## config.mk

```make
export PLATFORM = sky130hd
export DESIGN_NAME = sineTheta2
export DESIGN_NICKNAME = d
export VERILOG_FILES = /design/src/scaraPkg.sv /design/src/fpSqrt.sv /design/src/fpSquare.sv /design/src/oneMinus.sv /design/src/sineControl.sv /design/src/sineTheta2.sv
export VERILOG_INCLUDE_DIRS = /design/src /design/src/src
export SDC_FILE = /design/constraint.sdc
export NUM_CORES = 2
export LEC_CHECK = 0
export ABC_AREA = 1
export BUFFER_PORTS_ARGS = -buffer_cell sky130_fd_sc_hd__clkbuf_2
export CAP_MARGIN = 20
export CORE_UTILIZATION = 50
export CTS_CLUSTER_DIAMETER = 50
export DETAILED_ROUTE_END_ITERATION = 10
export GPL_TIMING_DRIVEN = 0
export HOLD_SLACK_MARGIN = 0.05
export PLACE_DENSITY = 0.69
export SYNTH_ARGS = -nofsm -noshare
export SYNTH_HDL_FRONTEND = slang
export SYNTH_SLANG_ARGS = --single-unit
export TNS_END_PERCENT = 10
```

## constraint.sdc

```tcl
create_clock -name clk -period 5.5 [get_ports clk]
set_clock_uncertainty 0.05 [all_clocks]
set_input_delay 0.275 -clock clk [delete_from_list [all_inputs] [get_ports clk]]
set_output_delay 0.275 -clock clk [all_outputs]
set_load 0.1 [all_outputs]
```

## src/sine_defs.svh

```systemverilog
/*
  Format macros for the IEEE-754 double
  used by the sine datapath units.
*/
`ifndef SINE_DEFS_SVH
`define SINE_DEFS_SVH

// biased exponent width.
`define FP_EXP_WIDTH 11

`define FP_FRAC_WIDTH 52   // stored fraction, hidden one not included.

`define FP_BIAS 1023

// significand with the hidden one.
`define FP_MANT_WIDTH 53

`endif

```

## src/scaraPkg.sv

```systemverilog
/*
  Shared types for the SCARA sine datapath:
  width typedefs, the double as a packed struct,
  and the control state enum.
*/
`default_nettype none

`include "sine_defs.svh"

package scaraPkg;

  typedef logic [`FP_EXP_WIDTH-1:0] fpExponent;   // biased.
  typedef logic [`FP_FRAC_WIDTH-1:0] fpFraction;
  typedef logic [`FP_MANT_WIDTH-1:0] fpMantissa;  // hidden one at the top.

  // one double as it travels on every data port.
  typedef struct packed {
    logic      sign;
    fpExponent exponent;
    fpFraction fraction;
  } fpDouble;

  // controller sequence, one state per unit handshake.
  typedef enum logic [2:0] {
    idle,
    square,
    subtract,
    root,
    finish
  } sineState;

endpackage

`default_nettype wire

```

## src/fpSqrt.sv

```systemverilog
/*
  Iterative double square root.
  Evens out the exponent, then one root bit per
  cycle by restoring digit recurrence, packed truncated.
*/
`default_nettype none

`include "sine_defs.svh"

module fpSqrt (
  input  logic              clk,
  input  logic              reset,
  input  logic              req,
  input  scaraPkg::fpDouble radicand,
  output logic              ack,
  output scaraPkg::fpDouble root
);
  import scaraPkg::*;

  localparam int mantWidth = `FP_MANT_WIDTH;
  localparam int remWidth  = mantWidth + 4;
  localparam int radWidth  = 2 * (mantWidth + 1);

  logic                     busy;
  logic                     start;
  logic                     isZero;
  logic [5:0]               count;
  logic [radWidth-1:0]      radReg;   // two bits consumed per cycle.
  logic [remWidth-1:0]      rem;
  logic [remWidth-1:0]      remShift;
  logic [remWidth-1:0]      trial;
  logic [mantWidth:0]       q;
  fpMantissa                mant;
  fpExponent                rootExp;
  logic [`FP_EXP_WIDTH:0]   expSum;

  assign start    = req && !ack && !busy;
  assign mant     = {1'b1, radicand.fraction};
  // (e + bias - 1 + odd) / 2 gives the halved biased exponent.
  assign expSum   = {1'b0, radicand.exponent} + 12'(`FP_BIAS - 1) + 12'(radicand.exponent[0]);
  assign remShift = {rem[remWidth-3:0], radReg[radWidth-1 -: 2]};
  assign trial    = {1'b0, q, 2'b01};

  always_ff @(posedge clk) begin
    if (reset) begin
      busy  <= 1'b0;
      ack   <= 1'b0;
      count <= '0;
    end else begin
      if (ack && !req) ack <= 1'b0;
      if (start) begin
        busy  <= 1'b1;
        count <= '0;
      end else if (busy) begin
        if (count == 6'(mantWidth + 1)) begin   // pack cycle.
          busy <= 1'b0;
          ack  <= 1'b1;
        end else count <= count + 6'd1;
      end
    end
  end

  always_ff @(posedge clk) begin
    if (start) begin
      // even unbiased exponent keeps the significand, odd doubles it.
      radReg  <= radicand.exponent[0] ? {1'b0, mant, {(mantWidth+1){1'b0}}}
                                      : {mant, {(mantWidth+2){1'b0}}};
      rootExp <= expSum[`FP_EXP_WIDTH:1];
      isZero  <= (radicand.exponent == '0);
      rem     <= '0;
      q       <= '0;
    end else if (busy && count < 6'(mantWidth + 1)) begin
      radReg <= radReg << 2;
      if (remShift >= trial) begin
        rem <= remShift - trial;
        q   <= {q[mantWidth-1:0], 1'b1};
      end else begin
        rem <= remShift;
        q   <= {q[mantWidth-1:0], 1'b0};
      end
    end else if (busy) begin
      root <= isZero ? '0 : {1'b0, rootExp, q[mantWidth-1:1]};   // top bit is the hidden one.
    end
  end

  reqOrder: assert property (@(posedge clk) disable iff (reset) $fell(req) |-> ack)
    else $error("fpSqrt req dropped before ack");

endmodule

`default_nettype wire

```

## src/fpSquare.sv

```systemverilog
/*
  Iterative double squarer.
  One shift-add per cycle over the 53-bit significand,
  then a single normalize and pack cycle, truncated.
*/
`default_nettype none

`include "sine_defs.svh"

module fpSquare (
  input  logic              clk,
  input  logic              reset,
  input  logic              req,
  input  scaraPkg::fpDouble operand,
  output logic              ack,
  output scaraPkg::fpDouble product
);
  import scaraPkg::*;

  localparam int mantWidth = `FP_MANT_WIDTH;
  localparam int fracWidth = `FP_FRAC_WIDTH;

  logic                          busy;
  logic                          start;
  logic [5:0]                    count;
  fpMantissa                     mcand;
  fpMantissa                     mplier;
  logic [2*mantWidth-1:0]        acc;
  logic [mantWidth:0]            partial;
  fpExponent                     expIn;
  logic                          isZero;
  logic                          normShift;
  logic signed [`FP_EXP_WIDTH+1:0] expOut;

  assign start     = req && !ack && !busy;
  assign partial   = {1'b0, acc[2*mantWidth-1:mantWidth]} + {1'b0, (mplier[0] ? mcand : '0)};
  assign normShift = acc[2*mantWidth-1];   // product in [2, 4).
  assign expOut    = $signed({1'b0, expIn, 1'b0}) - 13'(`FP_BIAS) + 13'(normShift);

  always_ff @(posedge clk) begin
    if (reset) begin
      busy  <= 1'b0;
      ack   <= 1'b0;
      count <= '0;
    end else begin
      if (ack && !req) ack <= 1'b0;
      if (start) begin
        busy  <= 1'b1;
        count <= '0;
      end else if (busy) begin
        if (count == 6'(mantWidth)) begin   // normalize cycle done.
          busy <= 1'b0;
          ack  <= 1'b1;
        end else count <= count + 6'd1;
      end
    end
  end

  always_ff @(posedge clk) begin
    if (start) begin
      mcand  <= {1'b1, operand.fraction};
      mplier <= {1'b1, operand.fraction};
      acc    <= '0;
      expIn  <= operand.exponent;
      isZero <= (operand.exponent == '0);   // denormals flush too.
    end else if (busy && count < 6'(mantWidth)) begin
      acc    <= {partial, acc[mantWidth-1:1]};
      mplier <= mplier >> 1;
    end else if (busy) begin
      product.sign <= 1'b0;                 // a square is never negative.
      if (isZero || expOut <= 0) begin
        product.exponent <= '0;
        product.fraction <= '0;
      end else begin
        product.exponent <= expOut[`FP_EXP_WIDTH-1:0];
        product.fraction <= normShift ? acc[2*mantWidth-2 -: fracWidth]
                                      : acc[2*mantWidth-3 -: fracWidth];
      end
    end
  end

  reqOrder: assert property (@(posedge clk) disable iff (reset) $fell(req) |-> ack)
    else $error("fpSquare req dropped before ack");

endmodule

`default_nettype wire

```

## src/oneMinus.sv

```systemverilog
/*
  One minus a double in [0, 1].
  Aligns the operand to the exponent of 1.0, subtracts,
  then normalizes left by one place per cycle.
*/
`default_nettype none

`include "sine_defs.svh"

module oneMinus (
  input  logic              clk,
  input  logic              reset,
  input  logic              req,
  input  scaraPkg::fpDouble operand,
  output logic              ack,
  output scaraPkg::fpDouble difference
);
  import scaraPkg::*;

  localparam int mantWidth = `FP_MANT_WIDTH;

  logic               busy;
  logic               start;
  logic               done;
  logic [mantWidth:0] diff;       // 1.0 sits at the top bit.
  fpExponent          expOut;
  fpExponent          shiftAmt;
  fpMantissa          mant;

  assign start    = req && !ack && !busy;
  assign mant     = (operand.exponent == '0) ? '0 : {1'b1, operand.fraction};
  assign shiftAmt = fpExponent'(`FP_BIAS) - operand.exponent;
  assign done     = (diff == '0) || diff[mantWidth];

  always_ff @(posedge clk) begin
    if (reset) begin
      busy <= 1'b0;
      ack  <= 1'b0;
    end else begin
      if (ack && !req) ack <= 1'b0;
      if (start) busy <= 1'b1;
      else if (busy && done) begin
        busy <= 1'b0;
        ack  <= 1'b1;
      end
    end
  end

  always_ff @(posedge clk) begin
    if (start) begin
      diff   <= {1'b1, {mantWidth{1'b0}}} - ({mant, 1'b0} >> shiftAmt);
      expOut <= fpExponent'(`FP_BIAS);
    end else if (busy) begin
      if (diff == '0) difference <= '0;  // operand was exactly one.
      else if (diff[mantWidth]) difference <= {1'b0, expOut, diff[mantWidth-1:1]};
      else begin
        diff   <= diff << 1;
        expOut <= expOut - 1'b1;
      end
    end
  end

  // the operand is a square, so it arrives positive.
  posOperand: assert property (@(posedge clk) disable iff (reset)
    start |-> !operand.sign)
    else $error("oneMinus operand is negative");

endmodule

`default_nettype wire

```

## src/sineControl.sv

```systemverilog
/*
  Sequencing FSM for the sine of theta2.
  Runs the outer four-phase handshake and the
  square, one-minus and root unit handshakes in turn.
*/
`default_nettype none

`include "sine_defs.svh"

module sineControl (
  input  logic              clk,
  input  logic              reset,
  input  logic              req,
  input  scaraPkg::fpDouble cosTh2,
  output logic              ack,
  output logic              mulReq,
  input  logic              mulAck,
  output logic              subReq,
  input  logic              subAck,
  output logic              sqrtReq,
  input  logic              sqrtAck,
  input  scaraPkg::fpDouble root,
  output scaraPkg::fpDouble sinTh2
);
  import scaraPkg::*;

  sineState state;

  always_ff @(posedge clk) begin
    if (reset) begin
      state   <= idle;
      ack     <= 1'b0;
      mulReq  <= 1'b0;
      subReq  <= 1'b0;
      sqrtReq <= 1'b0;
    end else begin
      case (state)
        idle: if (req) begin
          mulReq <= 1'b1;
          state  <= square;
        end
        square: begin
          if (mulAck) mulReq <= 1'b0;   // release the multiplier.
          else if (!mulReq) begin       // ack back low, product is stable.
            subReq <= 1'b1;
            state  <= subtract;
          end
        end
        subtract: begin
          if (subAck) subReq <= 1'b0;
          else if (!subReq) begin
            sqrtReq <= 1'b1;
            state   <= scaraPkg::root;  // port name hides the literal.
          end
        end
        scaraPkg::root: begin
          if (sqrtAck) sqrtReq <= 1'b0;
          else if (!sqrtReq) begin
            ack   <= 1'b1;              // sinTh2 already latched.
            state <= finish;
          end
        end
        finish: if (!req) begin
          ack   <= 1'b0;
          state <= idle;
        end
        default: state <= idle;
      endcase
    end
  end

  // result register, loaded while the root unit acks.
  always_ff @(posedge clk) begin
    if (state == scaraPkg::root && sqrtAck) sinTh2 <= root;
  end

  // the cosine must stay within [-1, 1] for the whole request.
  cosRange: assert property (@(posedge clk) disable iff (reset)
    req |-> (cosTh2.exponent < 11'(`FP_BIAS)) ||
            (cosTh2.exponent == 11'(`FP_BIAS) && cosTh2.fraction == '0))
    else $error("cosTh2 outside [-1, 1]");

  oneUnit: assert property (@(posedge clk) disable iff (reset)
    $onehot0({mulReq, subReq, sqrtReq}))
    else $error("more than one unit request active");

endmodule

`default_nettype wire

```

## src/sineTheta2.sv

```systemverilog
/*
  Top level for sin theta2 = sqrt(1 - cos^2 theta2).
  Controller plus squarer, one-minus and root units.
*/
`default_nettype none

module sineTheta2 (
  input  logic              clk,
  input  logic              reset,
  input  logic              req,
  input  scaraPkg::fpDouble cosTh2,
  output logic              ack,
  output scaraPkg::fpDouble sinTh2
);
  import scaraPkg::*;

  logic    mulReq, mulAck;
  logic    subReq, subAck;
  logic    sqrtReq, sqrtAck;
  fpDouble cosSquared;
  fpDouble oneMinusSq;
  fpDouble root;

  sineControl control (
    .clk(clk), .reset(reset),
    .req(req), .cosTh2(cosTh2), .ack(ack),
    .mulReq(mulReq), .mulAck(mulAck),
    .subReq(subReq), .subAck(subAck),
    .sqrtReq(sqrtReq), .sqrtAck(sqrtAck),
    .root(root), .sinTh2(sinTh2)
  );

  fpSquare squarer (
    .clk(clk), .reset(reset), .req(mulReq), .operand(cosTh2),
    .ack(mulAck), .product(cosSquared)
  );

  oneMinus subtractor (
    .clk(clk), .reset(reset), .req(subReq), .operand(cosSquared),
    .ack(subAck), .difference(oneMinusSq)
  );

  fpSqrt rooter (
    .clk(clk), .reset(reset), .req(sqrtReq), .radicand(oneMinusSq),
    .ack(sqrtAck), .root(root)
  );

endmodule

`default_nettype wire

```

======== After elaboration in Yosys (flattened, before gate mapping) ========
Index checks and enable logic that the tools add are counted.
word-level totals
  register bits ........................... 796
  input port bits ......................... 67
cells by class
  add/sub/neg operators ................... 11
  magnitude comparators ................... 4
  eq/ne operators ......................... 19
  shifts and indexed selects .............. 1
  multiplexer cells ....................... 58
  bitwise logic cells ..................... 9
  reduce and logical (&&, ||, !) cells .... 53
operators by type and width
  cell                                                  number
  two-way mux 108 bit                                   3
  two-way mux 54 bit                                    4
  two-way mux 52 bit                                    3
  two-way mux 53 bit                                    2
  two-way mux 63 bit                                    1
  >= comparator 57 x 56 -> 1 bit                        1
  two-way mux 55 bit                                    1
  subtractor 55 bit                                     1
  adder 53 x 53 -> 54 bit                               1
  logical NOT 54 bit                                    1
  right shift 54 x 11 -> 54 bit                         1
  subtractor 54 bit, first input constant               1
  logical NOT 11 bit                                    3
  two-way mux 1 bit                                     31
  two-way mux 3 bit                                     8
  AND reduction 3 bit                                   6
  nonzero test 2 bit                                    9
  != test 2 bit, second input constant                  8
  one-hot mux 3 bit (5 select lines)                    1
  adder 13 x 1 -> 13 bit                                1
  <= comparator 13 x 1 -> 1 bit, second input constant  1
  logical AND 1 bit                                     13
  subtractor 12 x 10 -> 13 bit, second input constant   1
  adder 11 x 10 -> 12 bit, second input constant        1
  19 further kinds                                      52

======== Logic depth before layout (Yosys ltp) ========
  depth in word-level cells ............... 6
  gate-level depth with buffers ........... 25
  depth with buffers taken out ............ 24

======== Hierarchy ========
From an unflattened synthesis, not the netlist that was laid out.
second synthesis, totals
  cell total of the unflattened synthesis .. 5,978
  area, all modules ....................... 43,046.3 um^2
modules (own cells, without submodules)
  module       times used  cells each  area each (um^2)  seq. area each (um^2)
  fpSqrt       1           2,183       15,333.5          6,216.0
  fpSquare     1           2,000       14,523.9          6,636.4
  oneMinus     1           1,667       10,876.7          3,773.6
  sineControl  1           128         2,312.2           2,062.0

======== Worst setup path before layout ========
OpenSTA, ideal clock, no wires.
  path kind ............................... register to register
  from .................................... reg squarer.count[0]
  to ...................................... reg squarer.product[0] (netlist name) (enable)
  arrival time ............................ 5.146 ns
  data required time ...................... 4.966 ns
  slack ................................... -0.180 ns
  stages on the path, launching flop included .. 9
  buffers on the path ..................... 1
  cells stage by stage .................... dfxtp_1 inv_1 ha_1 o21ai_0 a21oi_1 inv_1 nand2_1 buf_1 nor2_1
between the ends
  word-level cells in the longest chain between the ends .. 4
RTL lines
  element                               line            source
  start: declaration                    fpSquare.sv:25  logic [5:0] count;
  start signal: assignment              fpSquare.sv:54  end else count <= count + 6'd1;
  less-than comparator 6 bit            fpSquare.sv:66  end else if (busy && count < 6'(mantWidth)) begin
  logical AND 1 bit                     fpSquare.sv:66
  NOT 1 bit (no source line)            --
  AND reduction 3 bit (no source line)  --
  end: declaration                      fpSquare.sv:16  output scaraPkg::fpDouble product
Every way passes these cells.
A chain may end at the register's enable or synchronous reset.

======== Worst setup path in the final report ========
  from .................................... reg squarer.mplier[0]
  to ...................................... reg squarer.acc[102]
between the ends
  word-level cells in the longest chain between the ends .. 2
RTL lines
  element                   line            source
  start: declaration        fpSquare.sv:27  fpMantissa mplier;
  start signal: assignment  fpSquare.sv:62  mplier <= {1'b1, operand.fraction};
  start signal: assignment  fpSquare.sv:68  mplier <= mplier >> 1;
  two-way mux 53 bit        fpSquare.sv:36  assign partial = {1'b0, acc[2*mantWidth-1:mantWidth]} + {1'b0, (mplier[0] ? mcand : '0)};
  adder 53 x 53 -> 54 bit   fpSquare.sv:36
  end signal: assignment    fpSquare.sv:67  acc <= {partial, acc[mantWidth-1:1]};
  end: declaration          fpSquare.sv:28  logic [2*mantWidth-1:0] acc;
Every way passes these cells.

==> run summary <==
Drt pass-1 iters: 6
Critical Path Start Type: flop
Peak VDD IR: 0.426 mV
Die height: 281 um
Die W: 281 um
WP buf/inv: 6
Die area: 0.0789 mm^2
Layout cells sized above 1: 7.65%
Largest net degree at the start of global routing: 62
Critical setup path kind: flop to flop
Worst Hold Class: input pin to flop
Yosys reg bits: 688
Clk slew on worst S/H paths: 0.06 ns
Post-synth EDFFs: 488
I/O pin count: 132
Area growth, synth to finish: 13.9%
Delay-heaviest family, CP: simple AND/OR/NAND/NOR gates
Gate count of the mapped netlist: 4830
Outcome: finished, final reports clean
Global-route usage over all layers: 28.6%
Unrepaired setup endpoints after global routing: no
Vias in the first global route: 33400
Maximum fanout along the worst path: 10
Final setup vio count: 0
First-pass GRT wire length: 178 mm
Data arrival time of the critical path: 4.83 ns
Critical hold path startpoint: cosTh2[46]
Number of buffers on the longest clock path: 3
Setup crit end kind: flop
Peak Freq: 229 MHz
Syn Nets: 5016
Post-route DRC: 0
Lkg Pwr: 19.4 nW
Synth area leaders: edfxtp_1 (38%), nand2_1 (10%), dfxtp_1 (10%), nand3_1 (8.0%), inv_1 (5.5%)
Ys Warns: 0
Total CTS buffers: 80
Syn_area_per_cell: 8.05 um^2
Post-Syn Area: 0.0389 mm^2
Core ar.: 0.0765 mm^2
Hold slack: 0.331 ns
Seq/Total Area, Yosys: 48.0%
Synth async-reset ratio: 0%
Standard-cell rows: 101
CP cell instances: clkbuf_1, clkbuf_1, nand2_1, inv_1, ha_1, clkbuf_1, nand2_1, nor2_1, inv_1, nor4_1, nand3_1, nand3_1, nand2_1, o211ai_1, a21oi_1, xor2_1, o21ai_1, inv_1
WP data required: 5.96 ns
WL per Instance: 18.2 um
Cell variety after synth: 58
Worst Tran Pin Value: 1.06 ns
Crit share post-route: 79.4%
Pins over their slew limit: 0
Maxcap violations: 0
Critical-path top delay cell: nor4_1
Routed Antenna Nets: 0
Routed wire length: 113 mm
Antenna violations before repair: 1
Final Hold Fails: 0
Cts repair resizes: 0
# nets final: 5302
Via count: 34600
H-tree depth: 3
Max-slew headroom: 29.1%
Drt via density: 5.57
Post-place setup slack: 1.23 ns
Minimum clock period: 4.37 ns
CTS tree: built
Final worst slack: 1.13 ns
Reg2Reg Launch Point: squarer.mplier[0]
Initial DRC count: 3251
Post-synth top flop: edfxtp_1
GP Congestion: 1.02
Input/output buffers: 129
Pwr Density: 672 mW/mm^2
Cell taking the most area after synthesis: edfxtp_1
CTS root buf: clkbuf_16
GRT overflow: 0
Sink Count: 688
Worst Setup SP: squarer.mplier[0]
Starting density of the core: 50.9%
CP peak stage delay: 0.59 ns
Post-DP HPWL: 86.6 mm
Share of the synthesized area in the top cell type: 37.7%
Skew-Pair Late Insertion Delay: 0.65 ns
-- synth_stat cells, drive strengths merged (51+ instances only) --
| master | instances |
|---|---|
| a211oi | 54 |
| o21ai | 213 |
| edfxtp | 488 |
| nor2 | 466 |
| a21oi | 220 |
| nand3 | 629 |
| inv | 582 |
| nand2 | 1101 |
| o221ai | 51 |
| clkbuf | 185 |
| o22ai | 64 |
| dfxtp | 200 |
| ha | 118 |
| buf | 73 |
-- state kept, by name, summed over array words and instances, names as in the netlist, 11 cells and up --
register               count
control.sinTh2            63
rooter.root               63
squarer.product           63
subtractor.difference     63
rooter.rem                55
rooter.q                  54
rooter.radReg             54
squarer.acc               54
subtractor.diff           54
squarer.mplier            53
squarer.mcand             52
rooter.rootExp            11
squarer.expIn             11
subtractor.expOut         11
-- cell families after synthesis --
group                    synth area share [%]
AO/OA/AOI/OAI                            11.7
XOR/XNOR                                 2.16
adder cells (fa/ha/maj)                  3.85
buffers and inverters                    8.43
flip-flops                               48.0
other                                 0.00964
AND/OR/NAND/NOR                          25.8
-- stage by stage --
| step | TNS (ns) | instance area (um^2) | utilization [%] | instances | total power [mW] |
|---|---|---|---|---|---|
| after global routing | 0 | 44300 | 57.9 | 6210 | 32.1 |
| final | 0 | 44300 | 57.9 | 6211 | 29.8 |
| after global placement | -109.98 | 40800 | 53.4 | 5989 | 24.0 |
| after CTS | 0 | 44300 | 57.9 | 6208 | 29.6 |
| after floorplan | 0 | 38900 | - | 4830 | 20.0 |
| after detailed placement | 0 | 41000 | 53.6 | 5998 | 24.2 |
-- report_power, final --
part / total [mW] / internal, mW / switching [mW]
logic: 16.0 / 5.18 / 10.8
registers: 8.54 / 7.68 / 0.852
clock network: 5.26 / 3.07 / 2.19
total: 29.8 / 15.9 / 13.8
-- layout make-up --
cell class                      count  area, um^2
Antenna cell                        2        5.00
Buffer                            258        1090
Clock buffer                      100        2120
Clock inverter                     45         507
Fill cell                        6945       32200
Inverter                          585        2200
Multi-Input combinational cell   3299       17000
Sequential cell                   688       18700
Tap cell                         1030        1290
Timing Repair Buffer              204        1460
-- worst reg2reg max path: stages (launching register included) --
cell      delay, ns
edfxtp_1       0.43
clkbuf_1       0.57
clkbuf_1       0.41
nand2_1        0.09
inv_1          0.07
ha_1           0.11
clkbuf_1       0.33
nand2_1        0.13
nor2_1         0.16
inv_1          0.08
nor4_1         0.59
nand3_1        0.27
nand3_1        0.25
nand2_1        0.08
o211ai_1       0.17
a21oi_1        0.15
xor2_1         0.19
o21ai_1        0.13
inv_1          0.05
-- path summary, 6_finish.rpt --
check,endpoint,slack [ns],depth (start not counted)
worst min register to register,control.sinTh2[25],0.35,0
worst max-delay path,squarer.acc[102],1.13,18
worst min-delay path,squarer.mcand[46],0.33,2
worst max register to register,squarer.acc[102],1.13,18
-- layout by cell type, fill, tap and decap left out, types with 64 or more instances in the layout --
| master | Yosys | layout |
|---|---|---|
| o21ai_0 | 200 | 200 |
| a21oi_1 | 220 | 220 |
| nand3_1 | 623 | 623 |
| clkbuf_2 | 0 | 129 |
| nor2_1 | 434 | 433 |
| dlygate4sd3_1 | 0 | 65 |
| dfxtp_1 | 200 | 200 |
| edfxtp_1 | 488 | 488 |
| clkbuf_1 | 185 | 201 |
| inv_1 | 567 | 563 |
| nand2_1 | 1081 | 1081 |
| clkbuf_16 | 0 | 81 |
| ha_1 | 118 | 118 |
| o22ai_1 | 64 | 64 |
-- routing by layer --
layer  wire length, um  track usage, %  part of all wire (%)
met4              4840            12.3                   4.3
met1             49000            37.8                    43
met5                 0               0                     0
met2             52200            47.5                    46
met3              6820            3.28                   6.0
-- timing repair --
action                                 CTS  global route
buffers inserted                         0             0
hold buffers                            65             0
endpoints found under the hold margin  125             0
No activity file was read; power rests on OpenSTA's default activity.
